$ cat config.mk
export PLATFORM = sky130hd
export DESIGN_NAME = output_port_lookup
export DESIGN_NICKNAME = d
export VERILOG_FILES = /design/src/verilog/of_switch_pkg.sv /design/src/verilog/output_port_lookup.sv
export SDC_FILE = /design/constraint.sdc
export NUM_CORES = 1
export LEC_CHECK = 0
export ABC_AREA = 1
export BUFFER_PORTS_ARGS = -buffer_cell sky130_fd_sc_hd__buf_4
export CAP_MARGIN = 30
export CORE_MARGIN = 2
export CORE_UTILIZATION = 24
export DETAILED_ROUTE_END_ITERATION = 6
export GPL_ROUTABILITY_DRIVEN = 0
export GPL_TIMING_DRIVEN = 0
export MAX_ROUTING_LAYER = met4
export PLACE_DENSITY = 0.55
export SETUP_SLACK_MARGIN = 0.3
export SKIP_LAST_GASP = 1
export SLEW_MARGIN = 20
export SYNTH_ARGS = -nofsm -noshare
export SYNTH_HDL_FRONTEND = slang
export SYNTH_SLANG_ARGS = --single-unit
$ cat constraint.sdc
create_clock -name clk -period 1.25 [get_ports clk]
set_input_delay 0.125 -clock clk [delete_from_list [all_inputs] [get_ports clk]]
set_output_delay 0.125 -clock clk [all_outputs]
set_load 0.1 [all_outputs]
$ cat src/verilog/of_switch_pkg.sv
package of_switch_pkg;

   // Datapath widths
   localparam int data_width = 64;
   localparam int ctrl_width = 8;
   localparam int num_ports  = 4;

   // Control value of a header word
   localparam logic [ctrl_width-1:0] ctrl_hdr = '1;

   // Header field positions
   localparam int flow_tag_lsb   = 0;
   localparam int flow_tag_width = 4;
   localparam int src_port_lsb   = 16;
   localparam int out_mask_lsb   = 24;

   localparam int table_depth      = 16;
   localparam int queue_depth      = 16;
   localparam int queue_addr_width = $clog2(queue_depth);

   // ------------------------------------------------------------------------
   // APB register map
   // ------------------------------------------------------------------------
   localparam int apb_addr_width  = 8;
   localparam int apb_data_width  = 32;
   localparam int entry_valid_bit = 4;
   localparam logic [apb_addr_width-1:0] entry_last_addr = 8'h3c;
   localparam logic [apb_addr_width-1:0] hit_count_addr  = 8'h40;
   localparam logic [apb_addr_width-1:0] miss_count_addr = 8'h44;

   typedef logic [data_width-1:0]        word_t;
   typedef logic [ctrl_width-1:0]        ctrl_t;
   typedef logic [$clog2(num_ports)-1:0] port_idx_t;
   typedef logic [num_ports-1:0]         port_mask_t;
   typedef logic [flow_tag_width-1:0]    flow_tag_t;

endpackage

$ cat src/verilog/output_port_lookup.sv
`timescale 1ns/100ps

module output_port_lookup
   import of_switch_pkg::*;
(
   input  logic       clk,
   input  logic       rst_n,
   input  word_t      arb_data,
   input  ctrl_t      arb_ctrl,
   input  logic       arb_wr,
   output logic       lut_rdy,
   output flow_tag_t  lookup_tag,
   input  logic       lookup_entry_valid,
   input  port_mask_t lookup_mask,
   output logic       count_hit,
   output logic       count_miss,
   output word_t      lut_data,
   output ctrl_t      lut_ctrl,
   output logic       lut_wr,
   input  logic       demux_rdy
);

   word_t stg_data;
   ctrl_t stg_ctrl;
   logic  stg_vld;
   logic  stg_hdr;
   logic  fwd;
   logic  drop_now;
   logic  stg_out;

   assign stg_hdr    = (stg_ctrl == ctrl_hdr);
   assign lookup_tag = stg_data[flow_tag_lsb +: flow_tag_width];

   // Header decides from the table, later words follow the latched decision
   assign drop_now = stg_hdr ? !(lookup_entry_valid && (|lookup_mask)) : !fwd;

   // Stage empties when its word is sent or thrown away
   assign stg_out = stg_vld && (drop_now || demux_rdy);
   assign lut_rdy = !stg_vld || stg_out;
   assign lut_wr  = stg_vld && !drop_now && demux_rdy;

   assign count_hit  = stg_out && stg_hdr && !drop_now;
   assign count_miss = stg_out && stg_hdr && drop_now;

   assign lut_ctrl = stg_ctrl;

   // Entry mask replaces the header mask field
   always_comb begin
      lut_data = stg_data;
      if (stg_hdr)
         lut_data[out_mask_lsb +: num_ports] = lookup_mask;
   end

   always_ff @(posedge clk) begin
      if (arb_wr) begin
         stg_data <= arb_data;
         stg_ctrl <= arb_ctrl;
      end
   end

   always_ff @(posedge clk or negedge rst_n) begin
      if (!rst_n) begin
         stg_vld <= 1'b0;
         fwd     <= 1'b0;
      end else begin
         if (arb_wr)
            stg_vld <= 1'b1;
         else if (stg_out)
            stg_vld <= 1'b0;
         if (stg_out && stg_hdr)
            fwd <= !drop_now;
      end
   end

endmodule
After elaboration in Yosys (flattened, before gate mapping)
Index checks and enable logic that the tools add are counted.
- eq/ne operators: 1
- reduce and logical (&&, ||, !) cells: 15
- muxes and demuxes: 4
- operator list (cell ; number):
    equality test 8 bit, second input constant ; 1
    logical AND 1 bit ; 7
    logical NOT 1 bit ; 4
    2-to-1 mux 4 bit ; 1
    OR reduction 4 bit ; 1
    2-to-1 mux 1 bit ; 3
    logical OR 1 bit ; 2
    nonzero test 2 bit ; 1
- output and inout port bits: 80
- register bits: 74
- word-level logic and storage cells: 24

Depth between registers and ports, before layout
Gate-level depths: netlist of run 1.
- depth in word-level cells: 8
- depth in mapped cells: 7
- gate-level depth less buffers: 7

Worst setup path before layout of run 1
OpenSTA, ideal clock, no wires.
- path kind: reg-to-output
- from: register stg_ctrl[5], in the netlist lut_ctrl[5]
- to: output port lut_wr
- cell stages (with the launch flop): 7
- path slack: -1.811 ns
- path buffers: 0
- arrival time: 2.936 ns
- data required time: 1.125 ns
- cells stage by stage: edfxtp_1 -> nand2_1 -> nor2_8 -> nand2_4 -> o21ai_2 -> nand2_1 -> nor2_1
- cells in the longest elaborated chain, start to end: 5
- RTL lines (element ; line ; text):
    start: declaration ; output_port_lookup.sv:24 ; ctrl_t stg_ctrl;
    start signal: assignment ; output_port_lookup.sv:57 ; stg_ctrl <= arb_ctrl;
    equality test 8 bit ; output_port_lookup.sv:31 ; assign stg_hdr = (stg_ctrl == ctrl_hdr);
    2-to-1 mux 1 bit ; output_port_lookup.sv:35 ; assign drop_now = stg_hdr ? !(lookup_entry_valid && (|lookup_mask)) : !fwd;
    logical NOT 1 bit ; output_port_lookup.sv:40 ; assign lut_wr = stg_vld && !drop_now && demux_rdy;
    logical AND 1 bit (2 in a row) ; output_port_lookup.sv:40 ;
    end: declaration ; output_port_lookup.sv:19 ; output logic lut_wr,
Every way passes these cells.

Worst setup path in the final report of run 1
- from: register stg_ctrl[1], in the netlist lut_ctrl[1]
- to: output port lut_data[25]
- cells in the longest elaborated chain, start to end: 2
- RTL lines (element ; line ; text):
    equality test 8 bit ; output_port_lookup.sv:31 ;
    2-to-1 mux 4 bit ; output_port_lookup.sv:50 ; if (stg_hdr)
    end: declaration ; output_port_lookup.sv:17 ; output word_t lut_data,
Every way passes these cells.

==> out/metrics.cfg, run 1 <==
[setup_path]
critical_path_buf_inv_count = 3
critPathKind = flip-flop to output pin
worstPathArrival_ps = 1620
end_kind = output pin
path_cells = nand2_2 > nor2_8 > nand2_4 > buf_4 > buf_6 > nand2_4 > nand2_4 > buf_12
slowest_stage = edfxtp_1
path_common_cell = nand2_4
required_ps = 1120
critical-path-max-stage-delay_ps = 390
crit_fanout = 5
cp-start-kind = flip-flop
cp_top_family = simple AND/OR/NAND/NOR gates

[timing]
skew_ps = 1.79
worst_slack_ps = -495
rsz0062_at_grt = yes
maxSlewViolCount = 0
fmax_ghz = 0.573
worst_pin_slew_ps = 681
finalHoldViolations = 0
slew_headroom_pct = 54.6
min_period_ps = 1740
setup_viol = 12
fin_crit_sh_pct = 140

[clocking]
cts_tree = done
cts_max_level = 3
cts_sinks = 74
cts_buffers = 9
path_clk_slew_ps = 50
cts-root-buf = clkbuf_16
clk_path_buf_depth = 2
clock_latency_ps = 330

[grt]
grt_pass1_wl_mm = 12.7
grt_max_degree = 74
antenna_found_initial = 0
globalRouteTotalUtil_pct = 13.6
grt_pass1_vias = 2551
grt-ovfl-total = 0

[synthesis]
synthDominantCellAreaShare_pct = 74.0
synth_largest_area_cell = edfxtp_1
synth_cells = 180
synth_area_per_cell_sq_um = 16.2
synth_cell_types = 12
synth.net_count = 261
ys_warn_count = 0
synth_area_sq_um = 2920
synth_area_leaders = edfxtp_1 (74%), buf_4 (16%), nand2_1 (2.2%)
ys_seq_area_share_pct = 75.7
synth-seq-cells = 74

[power_and_ir_drop]
switching_share_pct = 33.5
seq_power_share_pct = 34.6
p_comb_share_pct = 36.8
ir_drop_mv = 0.893
power_density_nw_per_um2 = 1290
internal_power_w = 0.00587
p_switching_w = 0.00296
leakagePower_nw = 2.96
clkPwrFrac_pct = 28.7

[status]
violations = setup timing
status = finished, violations left

[route]
vias_per_cell = 3.86
first_pass_iters = 4
drt-initial-drc-count = 95
finalWirelength_mm = 8.47
ant_nets = 0
dr_total_vias = 2298
drc = 0
wl_per_cell_microns = 14.2

[job]
drv_cap = 0

[final_layout]
final_nets = 524
fillers = 918
layout-drive-gt1-share_pct = 63.2
instances_no_fill = 595
n_antenna_cell = 0
design_area_sq_um = 6840
syn2layout_area_growth_pct = 134

[worst_hold_path]
min_path_type = input port to asynchronous set/reset pin

[die]
rows = 40
io_pins = 161
dieArea_sq_um = 13100
die_h_microns = 114
die_x_microns = 114
start_util_pct = 24.4
coreArea_sq_um = 12000

[placement]
dp_cells = 487
hpwl_mm = 4.65
io_buffers = 160
dpl_cell_area_sq_um = 4350

worst reg2reg max path: stages, from the launching register on:
cell	delay [ps]
edfxtp_1	390
nand2_2	110
nor2_8	170
buf_4	130
nand4_1	150
buf_4	180
nand3_1	60
nand2_1	50
power by group through the flow:
stage	combinational, W	clock [W]	sequential [W]
after floorplan	0.00158	0	0.00319
after global placement	0.00228	0	0.00305
after detailed placement	0.00229	0	0.00306
after CTS	0.00316	0.00264	0.00304
after global routing	0.00333	0.00273	0.00307
final	0.00325	0.00253	0.00305
what timing repair did:
action	4_1_cts	5_1_grt
pin swaps	7	6
buffers inserted	12	7
gates resized for setup	288	36
hold buffers	73	0
setup endpoints to repair	82	127
hold endpoints to repair	74	0
layout by cell type, fill, tap and decap left out:
master and count:
buf_4 90, buf_12 77, buf_6 75, dlygate4sd3_1 73
edfxtp_1 72, nand2_4 10, clkbuf_16 9, nand2_2 6
nand2_1 5, inv_1 4, nand3_1 3, nand4_1 3
clkinvlp_4 3, nor2_8 2, nand3_2 2, nor2_1 2
clkinv_2 2, dfrtp_1 2, nand3_4 1, o21ai_4 1
nor2_4 1, clkinv_1 1, clkinv_4 1, bufinv_16 1
inv_6 1, buf_8 1
worst paths after layout:
path / from / end / slack [ps] / cells after the start
hold / removal: rst_n / fwd$_DFFE_PN0P_ / 120 / 2
hold reg to reg: fwd$_DFFE_PN0P_ / fwd$_DFFE_PN0P_ / 580 / 2
setup reg to reg: lut_ctrl[1]$_DFFE_PP_ / fwd$_DFFE_PN0P_ / -90 / 7
max in group asynchronous: rst_n / fwd$_DFFE_PN0P_ / 1040 / 2
setup / recovery: lut_ctrl[1]$_DFFE_PP_ / lut_data[25] / -490 / 8
min in group clk: demux_rdy / fwd$_DFFE_PN0P_ / 190 / 4
metal layers:
layer | vias up | track usage (%) | wire length (microns)
met5 | - | - | 0
met4 | 0 | 5.45 | 150
met3 | 11 | 4.92 | 631
met2 | 104 | 24.4 | 4820
met1 | 1095 | 13.3 | 2860
li1 | 1088 | - | -
stage by stage:
step                      TNS, ps  power [W]  util [%]  worst slack, ps  hold WS [ps]
after floorplan             -8700    0.00477         -            -1490          -171
after global placement      -2090    0.00533      36.4             -214         -90.3
after detailed placement    -2470    0.00534      36.4             -240         -89.3
after CTS                   -3600    0.00883      55.6             -514          99.3
after global routing        -4770    0.00913      57.2             -581           113
final                       -3930    0.00883      57.2             -495           125
sequential cells by signal, indices dropped and copies added (netlist names):
name      flops
fwd           1
lut_ctrl      8
stg_data     64
stg_vld       1
area by class of cell:
class | count | area, sq um | share of cell area, %
repair buffers | 252 | 3100 | 45.3
inverters | 6 | 30.0 | 0.439
flip-flops and latches | 74 | 2210 | 32.3
multi-input cells | 36 | 315 | 4.61
clock inverters | 7 | 68.8 | 1.01
plain buffers | 64 | 709 | 10.4
well taps | 147 | 184 | 2.69
clock buffers | 9 | 225 | 3.29
synthesized netlist by cell type:
cell,count
inv_1,6
dfrtp_1,2
nor2_1,3
nand2_4,2
nand2_2,2
nand4_1,3
nand3_1,6
nor2_8,2
edfxtp_1,72
buf_4,64
nand2_1,17
o21ai_2,1
cell families (layout without fill, tap and decap cells):
family / after synthesis / after routing / synth area share [%]
buf+inv: 70 / 338 / 17.2
simple gates: 35 / 35 / 6.81
compound gates: 1 / 1 / 0.300
flops: 74 / 74 / 75.7
No activity file was read; power rests on OpenSTA's default activity.
==> run 2, diff against run 1 <==
--- a/config.mk
+++ b/config.mk
@@ -9,4 +9,5 @@
 export BUFFER_PORTS_ARGS = -buffer_cell sky130_fd_sc_hd__buf_4
 export CAP_MARGIN = 30
+export CORE_ASPECT_RATIO = 0.5
 export CORE_MARGIN = 2
 export CORE_UTILIZATION = 24
==> constraint.sdc (replaced) <==
create_clock -name clk -period 1.25 [get_ports clk]
set_input_delay 0.0625 -clock clk [delete_from_list [all_inputs] [get_ports clk]]
set_output_delay 0.0625 -clock clk [all_outputs]
set_load 0.1 [all_outputs]
==> out/metrics.cfg, run 2 (synthesis gave the netlist of run 1 again) <==
[setup_path]
critPathKind = flip-flop to output pin
path_cells = nand2_2 > nor2_8 > nand2_4 > buf_4 > nand2_1 > nand4_1 > buf_6
crit_fanout = 5
r2r_slack_ps = 10
cp_top_family = simple AND/OR/NAND/NOR gates
critical_path_buf_inv_count = 2
cp-startpoint = lut_ctrl[3]$_DFFE_PP_
critical-path-max-stage-delay_ps = 390
required_ps = 1190
end_kind = output pin
slowest_stage = edfxtp_1
cp-start-kind = flip-flop
reg2reg_from = lut_ctrl[3]$_DFFE_PP_
worstPathArrival_ps = 1630

[grt]
grt_pass1_vias = 2574
grt_max_degree = 74
grt-ovfl-total = 0
globalRouteTotalUtil_pct = 14.7
antenna_found_initial = 0
grt_pass1_wl_mm = 13.8

[route]
drc = 0
wl_per_cell_microns = 15.4
drt-initial-drc-count = 105
vias_per_cell = 3.72
dr_total_vias = 2274
ant_nets = 0
finalWirelength_mm = 9.41
first_pass_iters = 4

[placement]
io_buffers = 160
preCtsSetupSlack_ps = -155
hpwl_mm = 5.35
dp_cells = 505

[die]
die_x_microns = 160
io_pins = 161
die_h_microns = 82.0
start_util_pct = 24.7
dieArea_sq_um = 13100
coreArea_sq_um = 11800
rows = 28

[clocking]
cts_tree = done
clock_latency_ps = 330
cts_max_level = 3
clk_path_buf_depth = 2
path_clk_slew_ps = 50
cts-root-buf = clkbuf_16
cts_sinks = 74
cts_buffers = 9

[final_layout]
fillers = 881
top_register = stg_data
utilization_pct = 57.2
syn2layout_area_growth_pct = 132
mostFrequentLayoutCells = buf_4 (95), buf_12 (78), dlygate4sd3_1 (73)
instances_no_fill = 611
n_antenna_cell = 0
final_common_cell = buf_4
final_nets = 522
layout-drive-gt1-share_pct = 61.7
largest_register_ffs = 64

[worst_hold_path]
min_path_type = input port to asynchronous set/reset pin

[timing]
worst_slack_ps = -443
slew_headroom_pct = 36.0
fin_crit_sh_pct = 135
skew_ps = 2.26
finalHoldViolations = 0
worst_pin_slew_ps = 960
setup_viol = 9
rsz0062_at_grt = yes
hold_ws_ps = 81.4
fmax_ghz = 0.591
fin_tns_setup_ps = -3210
min_period_ps = 1690
maxSlewViolCount = 0

[power_and_ir_drop]
ir_drop_mv = 0.741
leakagePower_nw = 2.93
power_density_nw_per_um2 = 1290

[status]
status = finished, violations left
violations = setup timing

[job]
drv_cap = 0

-- run 2: cell types whose count changed in the layout (fill, tap and decap cells not counted), sizes merged --
cell	delta
clkbuf	+3
buf	-2
clkinv	-1
clkinvlp	-1
inv	-1
-- run 2: routing by layer --
metal,part of all wire [%],track usage (%),up-vias,routed length [microns]
li1,-,-,1086,-
met1,34,13.8,1138,3170
met2,62,29.7,37,5830
met3,2.3,3.59,13,219
met4,2.1,5.86,0,195
met5,0,-,-,0
-- run 2: where the power goes --
part	total, W	switching [W]	internal (W)
registers	0.00306	0.000109	0.00295
clock network	0.00246	0.000927	0.00153
logic	0.00326	0.00188	0.00138
total	0.00877	0.00291	0.00586
-- run 2: layout make-up --
| class | instances | area, sq um | share of cell area, % |
|---|---|---|---|
| Timing Repair Buffer | 250 | 3060 | 45.1 |
| Clock buffer | 12 | 236 | 3.49 |
| Clock inverter | 4 | 42.5 | 0.628 |
| Tap cell | 165 | 206 | 3.05 |
| Sequential cell | 74 | 2210 | 32.6 |
| Inverter | 6 | 30.0 | 0.443 |
| Multi-Input combinational cell | 36 | 278 | 4.10 |
| Buffer | 64 | 713 | 10.5 |
-- run 2: worst paths after layout --
path / cells after the start / to
max: 7 / lut_rdy
min: 2 / stg_vld$_DFFE_PN0P_
max reg2reg: 7 / fwd$_DFFE_PN0P_
min reg2reg: 2 / fwd$_DFFE_PN0P_
max in group asynchronous: 2 / fwd$_DFFE_PN0P_
min in group clk: 4 / stg_vld$_DFFE_PN0P_
-- run 2: stage by stage --
| step | total power (W) | area (sq um) |
|---|---|---|
| final | 0.00877 | 6780 |
| after global routing | 0.00902 | 6780 |
| after CTS | 0.00874 | 6650 |
| after detailed placement | 0.00535 | 4380 |
| after global placement | 0.00534 | 4380 |
| after floorplan | 0.00477 | 2970 |
-- run 2: timing repair --
item,in CTS,in global routing
setup buffers,12,5
resized for setup,287,23
endpoints found under the setup margin,82,82
endpoints found under the hold margin,74,0
pin swaps,8,6
hold buffers,73,0
==> run 3, diff against run 2 <==
HOLD_SLACK_MARGIN = 0.05   (was default)
clock period = 2.15 ns   (was 1.25 ns; I/O delays follow)
==> out/metrics.cfg, run 3 (synthesis gave the netlist of run 1 again) <==
[final_layout]
fillers = 1094
n_antenna_cell = 0
final_nets = 506
top_register = stg_data
final_common_cell = buf_4
mostFrequentLayoutCells = buf_4 (222), dlygate4sd3_1 (73), edfxtp_1 (72)
largest_register_ffs = 64
layout-drive-gt1-share_pct = 59.1
syn2layout_area_growth_pct = 84.5
utilization_pct = 45.5
instances_no_fill = 593

[clocking]
cts_buffers = 9
cts-root-buf = clkbuf_16
cts_max_level = 3
cts_sinks = 74
cts_tree = done
cts_setup_buffers = 0
clk_path_buf_depth = 2
clock_latency_ps = 320
path_clk_slew_ps = 50

[job]
drv_cap = 0

[power_and_ir_drop]
leakagePower_nw = 2.41
ir_drop_mv = 0.387
power_density_nw_per_um2 = 831

[route]
drc = 0
dr_total_vias = 2126
drt-initial-drc-count = 50
first_pass_iters = 3
ant_nets = 0
finalWirelength_mm = 7.45
vias_per_cell = 3.59
wl_per_cell_microns = 12.6

[placement]
dp_cells = 505
hpwl_mm = 5.39
io_buffers = 160

[grt]
gr-max-usage-layer = met2
grt_pass1_vias = 2122
use_met3_pct = 2.93
antenna_found_initial = 0
globalRouteTotalUtil_pct = 11.2
use_met1_pct = 10.7
met2_usage_pct = 21.4
grt_pass1_wl_mm = 10.6
grt_max_degree = 74
grt-ovfl-total = 0

[timing]
fmax_ghz = 0.570
setup_viol = 0
fin_tns_setup_ps = 0
maxSlewViolCount = 0
min_period_ps = 1760
hold_ws_ps = 91.3
skew_ps = 2.79
slew_headroom_pct = 79.7
worst_pin_slew_ps = 304
rsz0062_at_grt = yes
finalHoldViolations = 0
fin_crit_sh_pct = 81.7

[die]
io_pins = 161
coreArea_sq_um = 11800
dieArea_sq_um = 13100
die_h_microns = 82.0
die_x_microns = 160
start_util_pct = 24.7
rows = 28

[status]
status = finished clean

[setup_path]
cp-start-kind = flip-flop
crit_fanout = 8
critPathKind = flip-flop to output pin
worstPathArrival_ps = 1650
required_ps = 2040
end_kind = output pin

[worst_hold_path]
min_path_type = input port to asynchronous set/reset pin

[run 3: cell types whose count changed in the layout (fill, tap and decap cells not counted), moves of 2 or more]
cell,previous run,this run
buf_4,95,222
buf_12,78,0
buf_6,68,2
nand2_1,7,11
nand2_2,8,4
nand3_1,3,6
nand3_2,3,0
clkbuf_1,3,1
[run 3: layout make-up]
type | instances | area, sq um | share of cell area [%]
plain buffers | 64 | 480 | 8.91
clock buffers | 10 | 229 | 4.25
clock inverters | 4 | 21.3 | 0.395
inverters | 6 | 30.0 | 0.557
multi-input cells | 36 | 245 | 4.55
flip-flops and latches | 74 | 2210 | 41.0
well taps | 165 | 206 | 3.83
repair buffers | 234 | 1970 | 36.5
[run 3: metrics by stage]
| stage | setup slack, ps | power (W) | area (sq um) |
|---|---|---|---|
| 6_report | 394 | 0.00448 | 5390 |
| 5_1_grt | 257 | 0.00463 | 5390 |
| 4_1_cts | 339 | 0.00452 | 5360 |
| 3_5_place_dp | 700 | 0.00311 | 4380 |
| 3_3_place_gp | 709 | 0.00310 | 4380 |
| 2_1_floorplan | -586 | 0.00277 | 2970 |
[run 3: what timing repair did]
item                                    in CTS  in global routing
endpoints found under the hold margin       74                  0
endpoints found under the setup margin       0                  2
hold buffers                                73                  0
resized for setup                            0                  2
[run 3: where the power goes]
part | internal (W) | total (W) | switching [W]
sequential | 0.00171 | 0.00175 | 0.0000360
clock | 0.000759 | 0.00129 | 0.000533
combinational | 0.000438 | 0.00144 | 0.00100
total | 0.00291 | 0.00448 | 0.00157
[run 3: worst max-delay path, stage by stage, from the launching register on]
cell	delay, ps
edfxtp_1	370
nand2_2	100
nor2_8	180
nand2_4	100
o21ai_2	170
nand2_1	80
nor2_2	100
buf_6	230
[run 3: final timing paths]
path                                             from                   to  cells after the start  slack, ps
worst max-delay path            lut_ctrl[0]$_DFFE_PP_               lut_wr                      7        390
worst min-delay path                            rst_n  stg_vld$_DFFE_PN0P_                      2         90
worst max register to register  lut_ctrl[0]$_DFFE_PP_      fwd$_DFFE_PN0P_                      7       1000
worst min register to register        fwd$_DFFE_PN0P_      fwd$_DFFE_PN0P_                      2        550
max in group asynchronous                       rst_n      fwd$_DFFE_PN0P_                      2       1970
min in group clk                            demux_rdy  stg_vld$_DFFE_PN0P_                      4        110
[run 3: metal layers]
layer,vias to the layer above,share of wire (%)
met5,-,0
met4,0,2.6
met3,15,2.3
met2,28,61
met1,1035,34
li1,1048,-
