[src/verilog/of_switch_pkg.sv]
package of_switch_pkg;

   // Datapath widths
   localparam int data_width = 64;
   localparam int ctrl_width = 8;
   localparam int num_ports  = 4;

   // Control value of a header word
   localparam logic [ctrl_width-1:0] ctrl_hdr = '1;

   // Header field positions
   localparam int flow_tag_lsb   = 0;
   localparam int flow_tag_width = 4;
   localparam int src_port_lsb   = 16;
   localparam int out_mask_lsb   = 24;

   localparam int table_depth      = 16;
   localparam int queue_depth      = 16;
   localparam int queue_addr_width = $clog2(queue_depth);

   // ------------------------------------------------------------------------
   // APB register map
   // ------------------------------------------------------------------------
   localparam int apb_addr_width  = 8;
   localparam int apb_data_width  = 32;
   localparam int entry_valid_bit = 4;
   localparam logic [apb_addr_width-1:0] entry_last_addr = 8'h3c;
   localparam logic [apb_addr_width-1:0] hit_count_addr  = 8'h40;
   localparam logic [apb_addr_width-1:0] miss_count_addr = 8'h44;

   typedef logic [data_width-1:0]        word_t;
   typedef logic [ctrl_width-1:0]        ctrl_t;
   typedef logic [$clog2(num_ports)-1:0] port_idx_t;
   typedef logic [num_ports-1:0]         port_mask_t;
   typedef logic [flow_tag_width-1:0]    flow_tag_t;

endpackage

[src/verilog/egress_demux.sv]
`timescale 1ns/100ps

module egress_demux
   import of_switch_pkg::*;
(
   input  logic                 clk,
   input  logic                 rst_n,
   input  word_t                lut_data,
   input  ctrl_t                lut_ctrl,
   input  logic                 lut_wr,
   output logic                 demux_rdy,
   output word_t                out_data [num_ports],
   output ctrl_t                out_ctrl [num_ports],
   output logic [num_ports-1:0] out_wr,
   input  logic [num_ports-1:0] out_rdy
);

   word_t      o_data;
   ctrl_t      o_ctrl;
   port_mask_t o_mask;
   port_mask_t in_mask;
   logic       o_vld;
   logic       fire;

   // Header brings its own mask, the rest of the packet reuses it
   assign in_mask = (lut_ctrl == ctrl_hdr) ? lut_data[out_mask_lsb +: num_ports] : o_mask;

   // All masked ports must be ready at once
   assign fire      = o_vld && (&(out_rdy | ~o_mask));
   assign demux_rdy = !o_vld || fire;
   assign out_wr    = fire ? o_mask : '0;

   always_comb begin
      for (int i = 0; i < num_ports; i++) begin
         out_data[i] = o_data;
         out_ctrl[i] = o_ctrl;
      end
   end

   always_ff @(posedge clk) begin
      if (lut_wr) begin
         o_data <= lut_data;
         o_ctrl <= lut_ctrl;
      end
   end

   always_ff @(posedge clk or negedge rst_n) begin
      if (!rst_n) begin
         o_vld  <= 1'b0;
         o_mask <= '0;
      end else begin
         if (lut_wr) begin
            o_vld  <= 1'b1;
            o_mask <= in_mask;
         end else if (fire) begin
            o_vld <= 1'b0;
         end
      end
   end

endmodule

[config.mk]
export PLATFORM = sky130hd
export DESIGN_NAME = egress_demux
export DESIGN_NICKNAME = d
export VERILOG_FILES = /design/src/verilog/of_switch_pkg.sv /design/src/verilog/egress_demux.sv
export SDC_FILE = /design/constraint.sdc
export NUM_CORES = 1
export LEC_CHECK = 0
export BUFFER_PORTS_ARGS = -buffer_cell sky130_fd_sc_hd__buf_2
export CORE_AREA = 2 2 143 145
export CTS_CLUSTER_DIAMETER = 50
export DETAILED_ROUTE_END_ITERATION = 8
export DIE_AREA = 0 0 145 147
export GPL_TIMING_DRIVEN = 0
export HOLD_SLACK_MARGIN = 0.1
export SLEW_MARGIN = 30
export SYNTH_ARGS = -nofsm -noshare
export SYNTH_HDL_FRONTEND = slang
export SYNTH_SLANG_ARGS = --single-unit
[constraint.sdc]
create_clock -name clk -period 1.45 [get_ports clk]
set_clock_uncertainty 0.2 [all_clocks]
set_input_delay 0.0725 -clock clk [delete_from_list [all_inputs] [get_ports clk]]
set_output_delay 0.0725 -clock clk [all_outputs]
set_load 0.05 [all_outputs]
Word-level counts from Yosys, hierarchy flattened:

Index checks and enable logic that the tools add are counted.

* register bits after elaboration: 77
* output and inout bits: 293

* equality and inequality tests: 1
* muxes and demuxes: 3
* bitwise operators: 2
* reduce and logical (&&, ||, !) cells: 6

Operators with widths (count)
* $eq 8x8->1 const B: 1
* $mux 4: 1
* $not 4->4: 1
* $or 4x4->4: 1
* $reduce_and 4->1: 1
* $mux 1: 2
* $reduce_and 2->1: 1
* $reduce_bool 2->1: 1
* $logic_and 1x1->1: 1
* $logic_not 1->1: 1
* $logic_or 1x1->1: 1

Depth between registers and ports, before layout:

Gate-level depths: netlist of run 1.

* depth in word-level cells: 6
* mapped depth: 3

Worst setup path after synthesis of run 1:

Ideal clock, no wire load.

* path kind: reg2out
* start: register o_mask[3]
* end: output port out_wr[0]
* data arrival time: 1.702 ns
* slack: -0.524 ns
* cell stages (with the launch flop): 4
* path through: dfrtp_1 -> nand2b_1 -> o2111ai_2 -> nor3_1

* cells in the longest elaborated chain, start to end: 5

RTL lines
* from (decl): RTL line egress_demux.sv:20 `port_mask_t o_mask;`
* from (signal assigned): RTL line egress_demux.sv:54 `o_mask <= in_mask;`
* $not 4->4: RTL line egress_demux.sv:29 `assign fire = o_vld && (&(out_rdy | ~o_mask));`
* $or 4x4->4: RTL line egress_demux.sv:29
* $reduce_and 4->1: RTL line egress_demux.sv:29
* $logic_and 1x1->1: RTL line egress_demux.sv:29
* $mux 4: RTL line egress_demux.sv:31 `assign out_wr = fire ? o_mask : '0;`
* to (decl): RTL line egress_demux.sv:14 `output logic [num_ports-1:0] out_wr,`

Every way passes these cells.

Worst setup path in the final report of run 1:

* start: register o_mask[2]
* end: output port out_wr[3]

Same word-level chain as after synthesis.

==> results_dict.tcl, run 1 <==
set metrics [dict create \
    synth_xor_area_share_pct 0 \
    path_class "reg2out" \
    timing.final.ws_setup_ns -0.327 \
    yosysWarningCount 0 \
    synth-compound-area-share_pct 0.554 \
    post_synth_num_cell_types 13 \
    worst_hold_path_type "in2reg" \
    max_slew_margin_pct 71.4 \
    violations_in_the_final_reports "hold timing, setup timing" \
    num_rows 52 \
    antenna_violations_before_repair 0 \
    cts.reportedPaths.clkPinSlew_ns 0.06 \
    drc 0 \
    fin_setup_tns_ns -1.51 \
    global_route.usage.total_pct 12.2 \
    area_delta_synth_final_pct 106 \
    cts_inserted_buffers 9 \
    synth.yosys.seq_area_share_pct 56.2 \
    synth_fa_ha_area_share_pct 0 \
    vdd_ir_drop_max_v 0.000492 \
    antenna_cells_inserted 0 \
    synthSimpleGateAreaFrac_pct 1.81 \
    cts-htree-levels 3 \
    final_hold_viol_count 36 \
    tritoncts "built" \
    worstMarginPinSlew_ns 0.429 \
    global_route_wire_length_before_repair_um 20200 \
    die_w_um 145 \
    drt_first_pass_iters 4 \
    synth_top_family_by_area "buffers and inverters" \
    global_route.overflow_total 0 \
    critPathArrivalTime_ns 1.50 \
    syn_nets 395 \
    design.final.nets 851 \
    post_synthesis_cell_count 316 \
    root_buffer "sky130_fd_sc_hd__clkbuf_16" \
    route.antenna.remaining_nets 0 \
    yosys_register_bits 77 \
    timing.critical_path.fanout_max 6 \
    final_period_minus_worst_setup_slack_ns 1.78 \
    final-instance-count-excl-fill 1046 \
    netlist.top_cell.by_area "sky130_fd_sc_hd__edfxtp_1" \
    place_congestion 0.738 \
    die-area_um2 21300 \
    cp-start-kind "flip-flop" \
    io-pin-count 372 \
    power.leakage_nw 4.16 \
    vias_per_cell 3.56 \
    rsz0062_at_grt "true" \
    whs_ns -0.0929 \
    clkSinkCount 77 \
    powerDensity_nw_per_um2 1150 \
    num_vias 3723 \
    setup_viol 6 \
    drt_first_iter_violations 72 \
    dp_hpwl_um 10100 \
    yosys-top-cells-area "sky130_fd_sc_hd__edfxtp_1 53%, sky130_fd_sc_hd__buf_4 40%, sky130_fd_sc_hd__dfrtp_1 3.1%" \
    post_route_cells_drive_above_1_share_pct 78.9 \
    clk_path_buf_depth 2 \
    synth.mux.area_fraction_pct 1.11 \
    worstPathRequired_ns 1.18 \
    final_count_of_pins_violating_max_slew 0 \
    routed_wirelength_um 14600 \
    max_clock_freq_mhz 563 \
    avgSynthCellArea_um2 12.9 \
    routedWlPerCell_um 14.0 \
    start_util_pct 20.5 \
    timing.critical_path.to_type "primary output" \
    buffer_ports.inserted 371 \
    floorplan.core_area_um2 19800 \
    grt_max_degree 39 \
    max_cap_viol_count 0 \
    status "finished with violations" \
    mappedNetlistArea_um2 4070 \
    synth_top_area_share_pct 53.1 \
    die_h_um 147 \
    grt_pass1_vias 3705 \
    placed_cells_incl_taps 958 \
    fin_crit_sh_pct 123 \
    clk_latency_ns 0.33 \
]
## kinds of logic (layout without fill, tap and decap cells)
kind of cell           Yosys count  count (layout)
AOI/OAI and AO/OA                2               2
DFF                             77              77
and+or+nand+nor                 12              12
muxes                            4               4
buffers and inverters          221             681
## critical path, cell delays in order (launching register included)
cell,delay (ns)
sky130_fd_sc_hd__dfrtp_1,0.39
sky130_fd_sc_hd__nand2b_1,0.14
sky130_fd_sc_hd__o2111ai_4,0.25
sky130_fd_sc_hd__nor3_4,0.21
sky130_fd_sc_hd__buf_6,0.18
## where the power goes
group	switching, W	leakage (nW)	total [W]	internal (W)
Clock	0.000892	0.152	0.00238	0.00148
Sequential	0.000217	0.771	0.00285	0.00263
Combinational	0.00284	3.23	0.00443	0.00159
## cell usage after synthesis
library cell	n
sky130_fd_sc_hd__nand3_1	1
sky130_fd_sc_hd__nand2_1	2
sky130_fd_sc_hd__inv_1	5
sky130_fd_sc_hd__nand4_1	1
sky130_fd_sc_hd__nand2b_1	3
sky130_fd_sc_hd__dfrtp_1	5
sky130_fd_sc_hd__nor3_1	4
sky130_fd_sc_hd__edfxtp_1	72
sky130_fd_sc_hd__a21o_1	1
sky130_fd_sc_hd__o2111ai_2	1
sky130_fd_sc_hd__nor3_4	1
sky130_fd_sc_hd__mux2_1	4
sky130_fd_sc_hd__buf_4	216
## cell type report
class / count / area [µm²]
buffer: 211 / 1690
clock buffer: 9 / 225
tap: 270 / 338
fill: 1864 / 11500
inverter: 5 / 18.8
sequential: 77 / 2290
clock inverter: 6 / 78.8
timing repair buffer: 450 / 3530
multi-input combinational: 18 / 211
## state kept, by name, indices dropped and copies added, names as in the netlist
register  count
o_ctrl        8
o_vld         1
o_data       64
o_mask        4
## timing repair
action,CTS,global route
setup endpoints to repair,70,167
pin swaps,2,2
resized for setup,107,329
hold buffers,74,5
hold endpoints to repair,117,41
setup buffers,3,1
## final timing paths
| check | startpoint | end | slack, ns | cells past startpoint |
|---|---|---|---|---|
| worst max register to register | o_mask[2]$_DFFE_PN0P_ | o_vld$_DFFE_PN0P_ | -0.01 | 4 |
| max in group asynchronous | rst_n | o_mask[2]$_DFFE_PN0P_ | 0.39 | 3 |
| worst min register to register | o_mask[0]$_DFFE_PN0P_ | o_mask[0]$_DFFE_PN0P_ | 0.31 | 1 |
| worst min-delay path | lut_wr | o_data[25]$_DFFE_PP_ | -0.09 | 1 |
| worst max-delay path | o_mask[2]$_DFFE_PN0P_ | out_wr[3] | -0.33 | 4 |
| min in group asynchronous | rst_n | o_mask[0]$_DFFE_PN0P_ | 0.46 | 3 |
## layer usage
metal | share of wire [%] | vias to the layer above | GRT usage, %
met5 | 0 | - | 0
met3 | 9.0 | 16 | 5.16
met4 | 2.2 | 0 | 4.50
met1 | 35 | 1786 | 12.7
met2 | 54 | 186 | 21.9
li1 | - | 1735 | -
## placed cells by master, fill, tap and decap left out
cell type	n
sky130_fd_sc_hd__nand4_1	1
sky130_fd_sc_hd__inv_2	1
sky130_fd_sc_hd__a21o_1	1
sky130_fd_sc_hd__mux2_1	3
sky130_fd_sc_hd__nand2b_1	3
sky130_fd_sc_hd__dlygate4sd3_1	74
sky130_fd_sc_hd__o2111ai_4	1
sky130_fd_sc_hd__nor3_4	5
sky130_fd_sc_hd__nand2_2	2
sky130_fd_sc_hd__buf_4	281
sky130_fd_sc_hd__bufinv_16	2
sky130_fd_sc_hd__clkinv_1	1
sky130_fd_sc_hd__dfrtp_1	5
sky130_fd_sc_hd__mux2_4	1
sky130_fd_sc_hd__buf_6	92
sky130_fd_sc_hd__buf_8	20
sky130_fd_sc_hd__clkbuf_16	9
sky130_fd_sc_hd__inv_1	4
sky130_fd_sc_hd__clkinv_2	3
sky130_fd_sc_hd__clkbuf_4	5
sky130_fd_sc_hd__buf_2	186
sky130_fd_sc_hd__buf_12	3
sky130_fd_sc_hd__nand3_2	1
sky130_fd_sc_hd__edfxtp_1	72
## per-stage QoR
stage,worst slack [ns],hold slack (ns),area (µm²),utilization [%],total power [W]
after global placement,-1.30,-0.300,6320,31.9,0.00663
after global routing,-0.429,-0.0915,8370,42.2,0.0100
final,-0.327,-0.0929,8370,42.2,0.00966
after floorplan,-0.0407,-0.423,4130,-,0.00582
after detailed placement,-0.550,-0.305,6340,32.0,0.00665
after CTS,-0.339,-0.0953,7710,38.8,0.00940
Note: power is estimated with default switching activity, not from simulation.
==> inputs of run 2 (changes only) <==
- HOLD_SLACK_MARGIN: 0.1 -> default
==> run 2 against run 1 <==
The flow still finishes with violations (hold timing, setup timing). Worst setup slack barely moved. Count of clock-buffer cells in the layout unchanged. Critical path depth stayed put. Sequential power about the same. First-iteration DRC count decreased by 2.8%. Via count decreased by 0.48%. Non-clock buffer count is 1 lower. Die area did not move. Flip-flop and latch count stayed put. Maximum frequency barely moved. Critical path type unchanged. Largest power group unchanged.
==> results_dict.tcl, run 2 (synthesis gave the netlist of run 1 again) <==
set metrics [dict create \
    status "finished with violations" \
    violations_in_the_final_reports "hold timing, setup timing" \
    clk_path_buf_depth 2 \
    multi_input_comb_area_um2 209 \
    start_util_pct 20.5 \
    worstPathRequired_ns 1.18 \
    comb_power_share_pct 45.9 \
    antenna_cells_inserted 0 \
    num_vias 3705 \
    max_flop_register "o_data" \
    cp-start-kind "flip-flop" \
    root_buffer "sky130_fd_sc_hd__clkbuf_16" \
    most_common_cell_after_layout_fill_and_taps_aside "sky130_fd_sc_hd__buf_4" \
    max_stage_delay_ns 0.39 \
    timing.final.ws_setup_ns -0.327 \
    post_route_cells_drive_above_1_share_pct 78.7 \
    placed_cells_incl_taps 958 \
    buffer_ports.inserted 371 \
    share_clk_of_total_power_pct 24.6 \
    grt_max_degree 39 \
    hold_path_depth 1 \
    cts-htree-levels 3 \
    design.final.nets 850 \
    drt_first_pass_iters 4 \
    vdd_ir_drop_max_v 0.000491 \
    path_class "reg2out" \
    timing.critical_path.fanout_max 6 \
    power.sequential.fraction_pct 29.5 \
    filler_cell_count 1862 \
    flip_flop_count_of_the_largest_register_after_layout 64 \
    tritoncts "built" \
    final_period_minus_worst_setup_slack_ns 1.78 \
    max_clock_freq_mhz 563 \
    fin_setup_tns_ns -1.52 \
    path_delay_family "flip-flops" \
    worst_hold_startpoint "lut_wr" \
    timing.critical_path.to_type "primary output" \
    global_route.usage.total_pct 12.2 \
    clk_latency_ns 0.33 \
    drt_first_iter_violations 70 \
    r2r.worst_path.cells 4 \
    drc 0 \
    power.leakage_nw 4.16 \
    worst_hold_path_type "in2reg" \
    die_h_um 147 \
    global_route_wire_length_before_repair_um 20200 \
    area_delta_synth_final_pct 106 \
    io-pin-count 372 \
    num_rows 52 \
    fin_crit_sh_pct 123 \
    cellInternalPower_w 0.00571 \
    sequential_cell_area_um2 2290 \
    max_slew_margin_pct 71.4 \
    die_w_um 145 \
    antenna_violations_before_repair 0 \
    floorplan.core_area_um2 19800 \
    worstPathCellList "nand2b_1 > o2111ai_4 > nor3_4 > buf_6" \
    dp_hpwl_um 10100 \
    final_count_of_pins_violating_max_slew 0 \
    whs_ns -0.0902 \
    setup_viol 6 \
    crit_slowest_cell "sky130_fd_sc_hd__dfrtp_1" \
    vias_per_cell 3.55 \
    route.antenna.remaining_nets 0 \
    clkSinkCount 77 \
    timing.rr.start "o_mask[2]$_DFFE_PN0P_" \
    postCtsHoldBufs 74 \
    top_registers "o_data x64, o_ctrl x8, o_mask x4" \
    powerDensity_nw_per_um2 1150 \
    worstReg2RegEnd "o_vld$_DFFE_PN0P_" \
    place_congestion 0.738 \
    routed_wirelength_um 14600 \
    final_hold_viol_count 36 \
    cts.reportedPaths.clkPinSlew_ns 0.06 \
    critPathArrivalTime_ns 1.50 \
    routedWlPerCell_um 13.9 \
    worstMarginPinSlew_ns 0.429 \
    rsz0062_at_grt "true" \
    worstPathBufferInverterCount 1 \
    regToRegSetupSlack_ns -0.01 \
    global_route.overflow_total 0 \
    layout_common_cells "281 x sky130_fd_sc_hd__buf_4, 185 x sky130_fd_sc_hd__buf_2, 92 x sky130_fd_sc_hd__buf_6" \
    grt_pass1_vias 3692 \
    power.net_switching_w 0.00395 \
    final-instance-count-excl-fill 1045 \
    max_cap_viol_count 0 \
    cts_inserted_buffers 9 \
    holdPathEnd "o_data[25]$_DFFE_PP_" \
    power.switching_fraction_pct 40.9 \
    die-area_um2 21300 \
]
[run 2: cell count changes in the layout (fill, tap and decap cells not counted)]
| cell | delta |
|---|---|
| sky130_fd_sc_hd__buf_12 | -1 |
| sky130_fd_sc_hd__buf_16 | +1 |
| sky130_fd_sc_hd__buf_2 | -1 |
| sky130_fd_sc_hd__nand2_1 | +1 |
| sky130_fd_sc_hd__nand2_2 | -1 |
[run 2: final cells by class]
class                      count  share of cell area, %
buffer                       211                   20.1
clock buffer                   9                   2.69
clock inverter                 6                  0.941
inverter                       5                  0.224
multi-input combinational     18                   2.50
sequential                    77                   27.3
tap                          270                   4.03
timing repair buffer         449                   42.2
[run 2: routing by layer]
metal / global-route usage (%) / vias to the layer above / routed length [µm]
met2: 21.8 / 184 / 7890
li1: - / 1732 / -
met4: 4.50 / 0 / 320
met3: 5.16 / 16 / 1310
met5: 0 / - / 0
met1: 12.7 / 1773 / 5050
[run 2: worst max path at each step]
stage	startpoint	end	slack, ns	depth (start not counted)
floorplan	o_mask[3]$_DFFE_PN0P_	out_wr[0]	-0.04	3
global placement	lut_wr	o_mask[1]$_DFFE_PN0P_	-1.30	4
detailed placement	lut_wr	o_mask[3]$_DFFE_PN0P_	-0.55	5
CTS	o_mask[2]$_DFFE_PN0P_	out_wr[0]	-0.34	4
global route	o_mask[2]$_DFFE_PN0P_	out_wr[3]	-0.43	4
finish	o_mask[2]$_DFFE_PN0P_	out_wr[3]	-0.33	4
[run 2: through the flow]
stage	area (µm²)	power [W]	hold slack (ns)	util, %	setup WS [ns]
floorplan	4130	0.00582	-0.423	-	-0.0407
global placement	6320	0.00663	-0.300	31.9	-1.30
detailed placement	6340	0.00665	-0.305	32.0	-0.550
CTS	7710	0.00940	-0.0953	38.8	-0.339
global route	8370	0.0100	-0.0885	42.2	-0.429
finish	8370	0.00966	-0.0902	42.2	-0.327
[run 2: what timing repair did]
| action | 4_1_cts | 5_1_grt |
|---|---|---|
| endpoints found under the setup margin | 70 | 167 |
| setup buffers | 3 | 1 |
| resized for setup | 107 | 329 |
| gates cloned | 0 | 0 |
| pin swaps | 2 | 1 |
| hold endpoints to repair | 117 | 36 |
[run 2: power groups by stage]
stage / Sequential, W / Clock (W) / Combinational, W
2_1_floorplan: 0.00339 / 0 / 0.00244
3_3_place_gp: 0.00289 / 0 / 0.00374
3_5_place_dp: 0.00289 / 0 / 0.00376
4_1_cts: 0.00284 / 0.00247 / 0.00409
5_1_grt: 0.00288 / 0.00255 / 0.00456
6_report: 0.00285 / 0.00237 / 0.00443
==> inputs of run 3 (changes only) <==
- CELL_PAD_IN_SITES_DETAIL_PLACEMENT: default -> 1
- CELL_PAD_IN_SITES_GLOBAL_PLACEMENT: default -> 1
- CORE_AREA: 2 2 143 145 -> 2 2 144 146
- DIE_AREA: 0 0 145 147 -> 0 0 146 148
- PLACE_DENSITY_LB_ADDON: default -> 0.1
==> run 3 against run 2 <==
The flow still finishes with violations (hold timing, setup timing). Clock power hardly changed. Combinational power is 3% lower. First-iteration DRC count is 1.4% higher. Die area is 1.4% higher. Register-to-register slack better by 0.15 ns. Cell area is 3.1% lower. Critical path depth stayed put. Global-route usage is 0.66 points higher. Hold slack better by 0.012 ns.
==> results_dict.tcl, run 3 (synthesis gave the netlist of run 1 again) <==
set metrics [dict create \
    status "finished with violations" \
    violations_in_the_final_reports "hold timing, setup timing" \
    final_count_of_pins_violating_max_slew 0 \
    floorplan.core_area_um2 20000 \
    buffer_ports.inserted 371 \
    grt_util_met3_pct 4.10 \
    vdd_ir_drop_max_v 0.000591 \
    io-pin-count 372 \
    final_period_minus_worst_setup_slack_ns 1.76 \
    root_buffer "sky130_fd_sc_hd__clkbuf_16" \
    global_route.overflow_total 0 \
    met1_usage_pct 12.7 \
    cts-htree-levels 3 \
    die-area_um2 21600 \
    routed_wirelength_um 15000 \
    max_stage_delay_ns 0.39 \
    vias_per_cell 3.50 \
    global_route_wire_length_before_repair_um 21400 \
    timing.final.ws_setup_ns -0.308 \
    fin_setup_tns_ns -1.45 \
    max_slew_margin_pct 72.2 \
    max_flop_register "o_data" \
    area_delta_synth_final_pct 99.4 \
    critPathArrivalTime_ns 1.49 \
    groute.layer.met2.usage_pct 24.8 \
    worst_hold_path_type "in2reg" \
    post_route_cells_drive_above_1_share_pct 78.5 \
    r2r.worst_path.cells 3 \
    worstPathCellList "nand2b_1 > o2111ai_4 > nor3_4 > buf_6" \
    dp_area_um2 6350 \
    crit_slowest_cell "sky130_fd_sc_hd__dfrtp_1" \
    crit_end "out_wr[0]" \
    die_w_um 146 \
    cp-startpoint "o_mask[2]$_DFFE_PN0P_" \
    cts_inserted_buffers 9 \
    timing.rr.start "o_mask[2]$_DFFE_PN0P_" \
    cp-start-kind "flip-flop" \
    max_clock_freq_mhz 569 \
    post-route-util_pct 40.5 \
    powerDensity_nw_per_um2 1170 \
    rsz0062_at_grt "true" \
    worstReg2RegEnd "o_vld$_DFFE_PN0P_" \
    cts.reportedPaths.clkPinSlew_ns 0.06 \
    routedWlPerCell_um 14.2 \
    max_cap_viol_count 0 \
    die_h_um 148 \
    total_power_w 0.00946 \
    path_class "reg2out" \
    stdcell_area_um2 8120 \
    timing.critical_path.fanout_max 6 \
    filler_cell_count 2277 \
    setup_viol 5 \
    gr-max-usage-layer "met2" \
    grt_max_degree 50 \
    design.final.nets 856 \
    tritoncts "built" \
    clk_path_buf_depth 2 \
    most_common_cell_after_layout_fill_and_taps_aside "sky130_fd_sc_hd__buf_4" \
    start_util_pct 20.3 \
    final_hold_viol_count 25 \
    timing.critical_path.to_type "primary output" \
    grt_pass1_vias 3746 \
    num_rows 52 \
    num_vias 3687 \
    power.leakage_nw 4.09 \
    whs_ns -0.0784 \
    dp_hpwl_um 11200 \
    regToRegSetupSlack_ns 0.14 \
    worstMarginPinSlew_ns 0.416 \
    top_registers "o_data x64, o_ctrl x8, o_mask x4" \
    route.antenna.remaining_nets 0 \
    layout_common_cells "294 x sky130_fd_sc_hd__buf_4, 227 x sky130_fd_sc_hd__buf_2, 74 x sky130_fd_sc_hd__dlygate4sd3_1" \
    clkSinkCount 77 \
    clk_latency_ns 0.34 \
    fin_crit_sh_pct 121 \
    flip_flop_count_of_the_largest_register_after_layout 64 \
    drt_first_pass_iters 3 \
    antenna_cells_inserted 0 \
    place_congestion 0.734 \
    dpl_worst_slack_ns -0.423 \
    global_route.usage.total_pct 12.8 \
    antenna_violations_before_repair 1 \
    drc 0 \
    worstPathRequired_ns 1.18 \
    drt_first_iter_violations 71 \
]
-- run 3: final cells by class --
type	count	area, µm²	share of cell area, %
clock buffer	9	225	2.78
inverter	5	18.8	0.231
buffer	215	1660	20.4
tap	270	338	4.16
multi-input combinational	18	216	2.67
timing repair buffer	451	3290	40.5
sequential	77	2290	28.2
clock inverter	7	80.1	0.987
-- run 3: routing by layer --
layer	vias to the layer above	wire length (µm)
li1	1745	-
met1	1727	5200
met2	200	8370
met3	15	1150
met4	0	249
met5	-	0
-- run 3: worst min-delay path by stage --
| stage | startpoint | end | cells past startpoint |
|---|---|---|---|
| 4_1_cts | lut_wr | o_data[60]$_DFFE_PP_ | 1 |
| 6_report | lut_wr | o_data[51]$_DFFE_PP_ | 1 |
| 3_5_place_dp | rst_n | o_mask[0]$_DFFE_PN0P_ | 1 |
| 5_1_grt | lut_wr | o_data[60]$_DFFE_PP_ | 1 |
| 3_3_place_gp | rst_n | o_mask[0]$_DFFE_PN0P_ | 1 |
| 2_1_floorplan | rst_n | o_mask[0]$_DFFE_PN0P_ | 0 |
-- run 3: timing repair --
item                                    4_1_cts  5_1_grt
endpoints found under the setup margin       53      131
cloned                                        0        1
pin swaps                                     3        2
setup buffers                                 2        2
hold buffers                                 74        2
gates resized for setup                      87      224
hold endpoints to repair                    106       27
-- run 3: stage by stage --
stage          std cells  hold slack [ns]
2_1_floorplan        316           -0.423
3_3_place_gp         957           -0.302
3_5_place_dp         958           -0.297
4_1_cts             1049           -0.105
5_1_grt             1052          -0.0833
6_report            1052          -0.0784
-- run 3: where the power goes --
part           internal [W]  switching, W
logic               0.00146       0.00282
clock network       0.00148      0.000869
registers           0.00263      0.000191
-- run 3: worst max-delay path, delay by kind of cell (launching register included) --
family                 cells  cell delay [ns]
AO/OA/AOI/OAI              1             0.24
buffers and inverters      1             0.19
AND/OR/NAND/NOR            2             0.33
flip-flops                 1             0.39
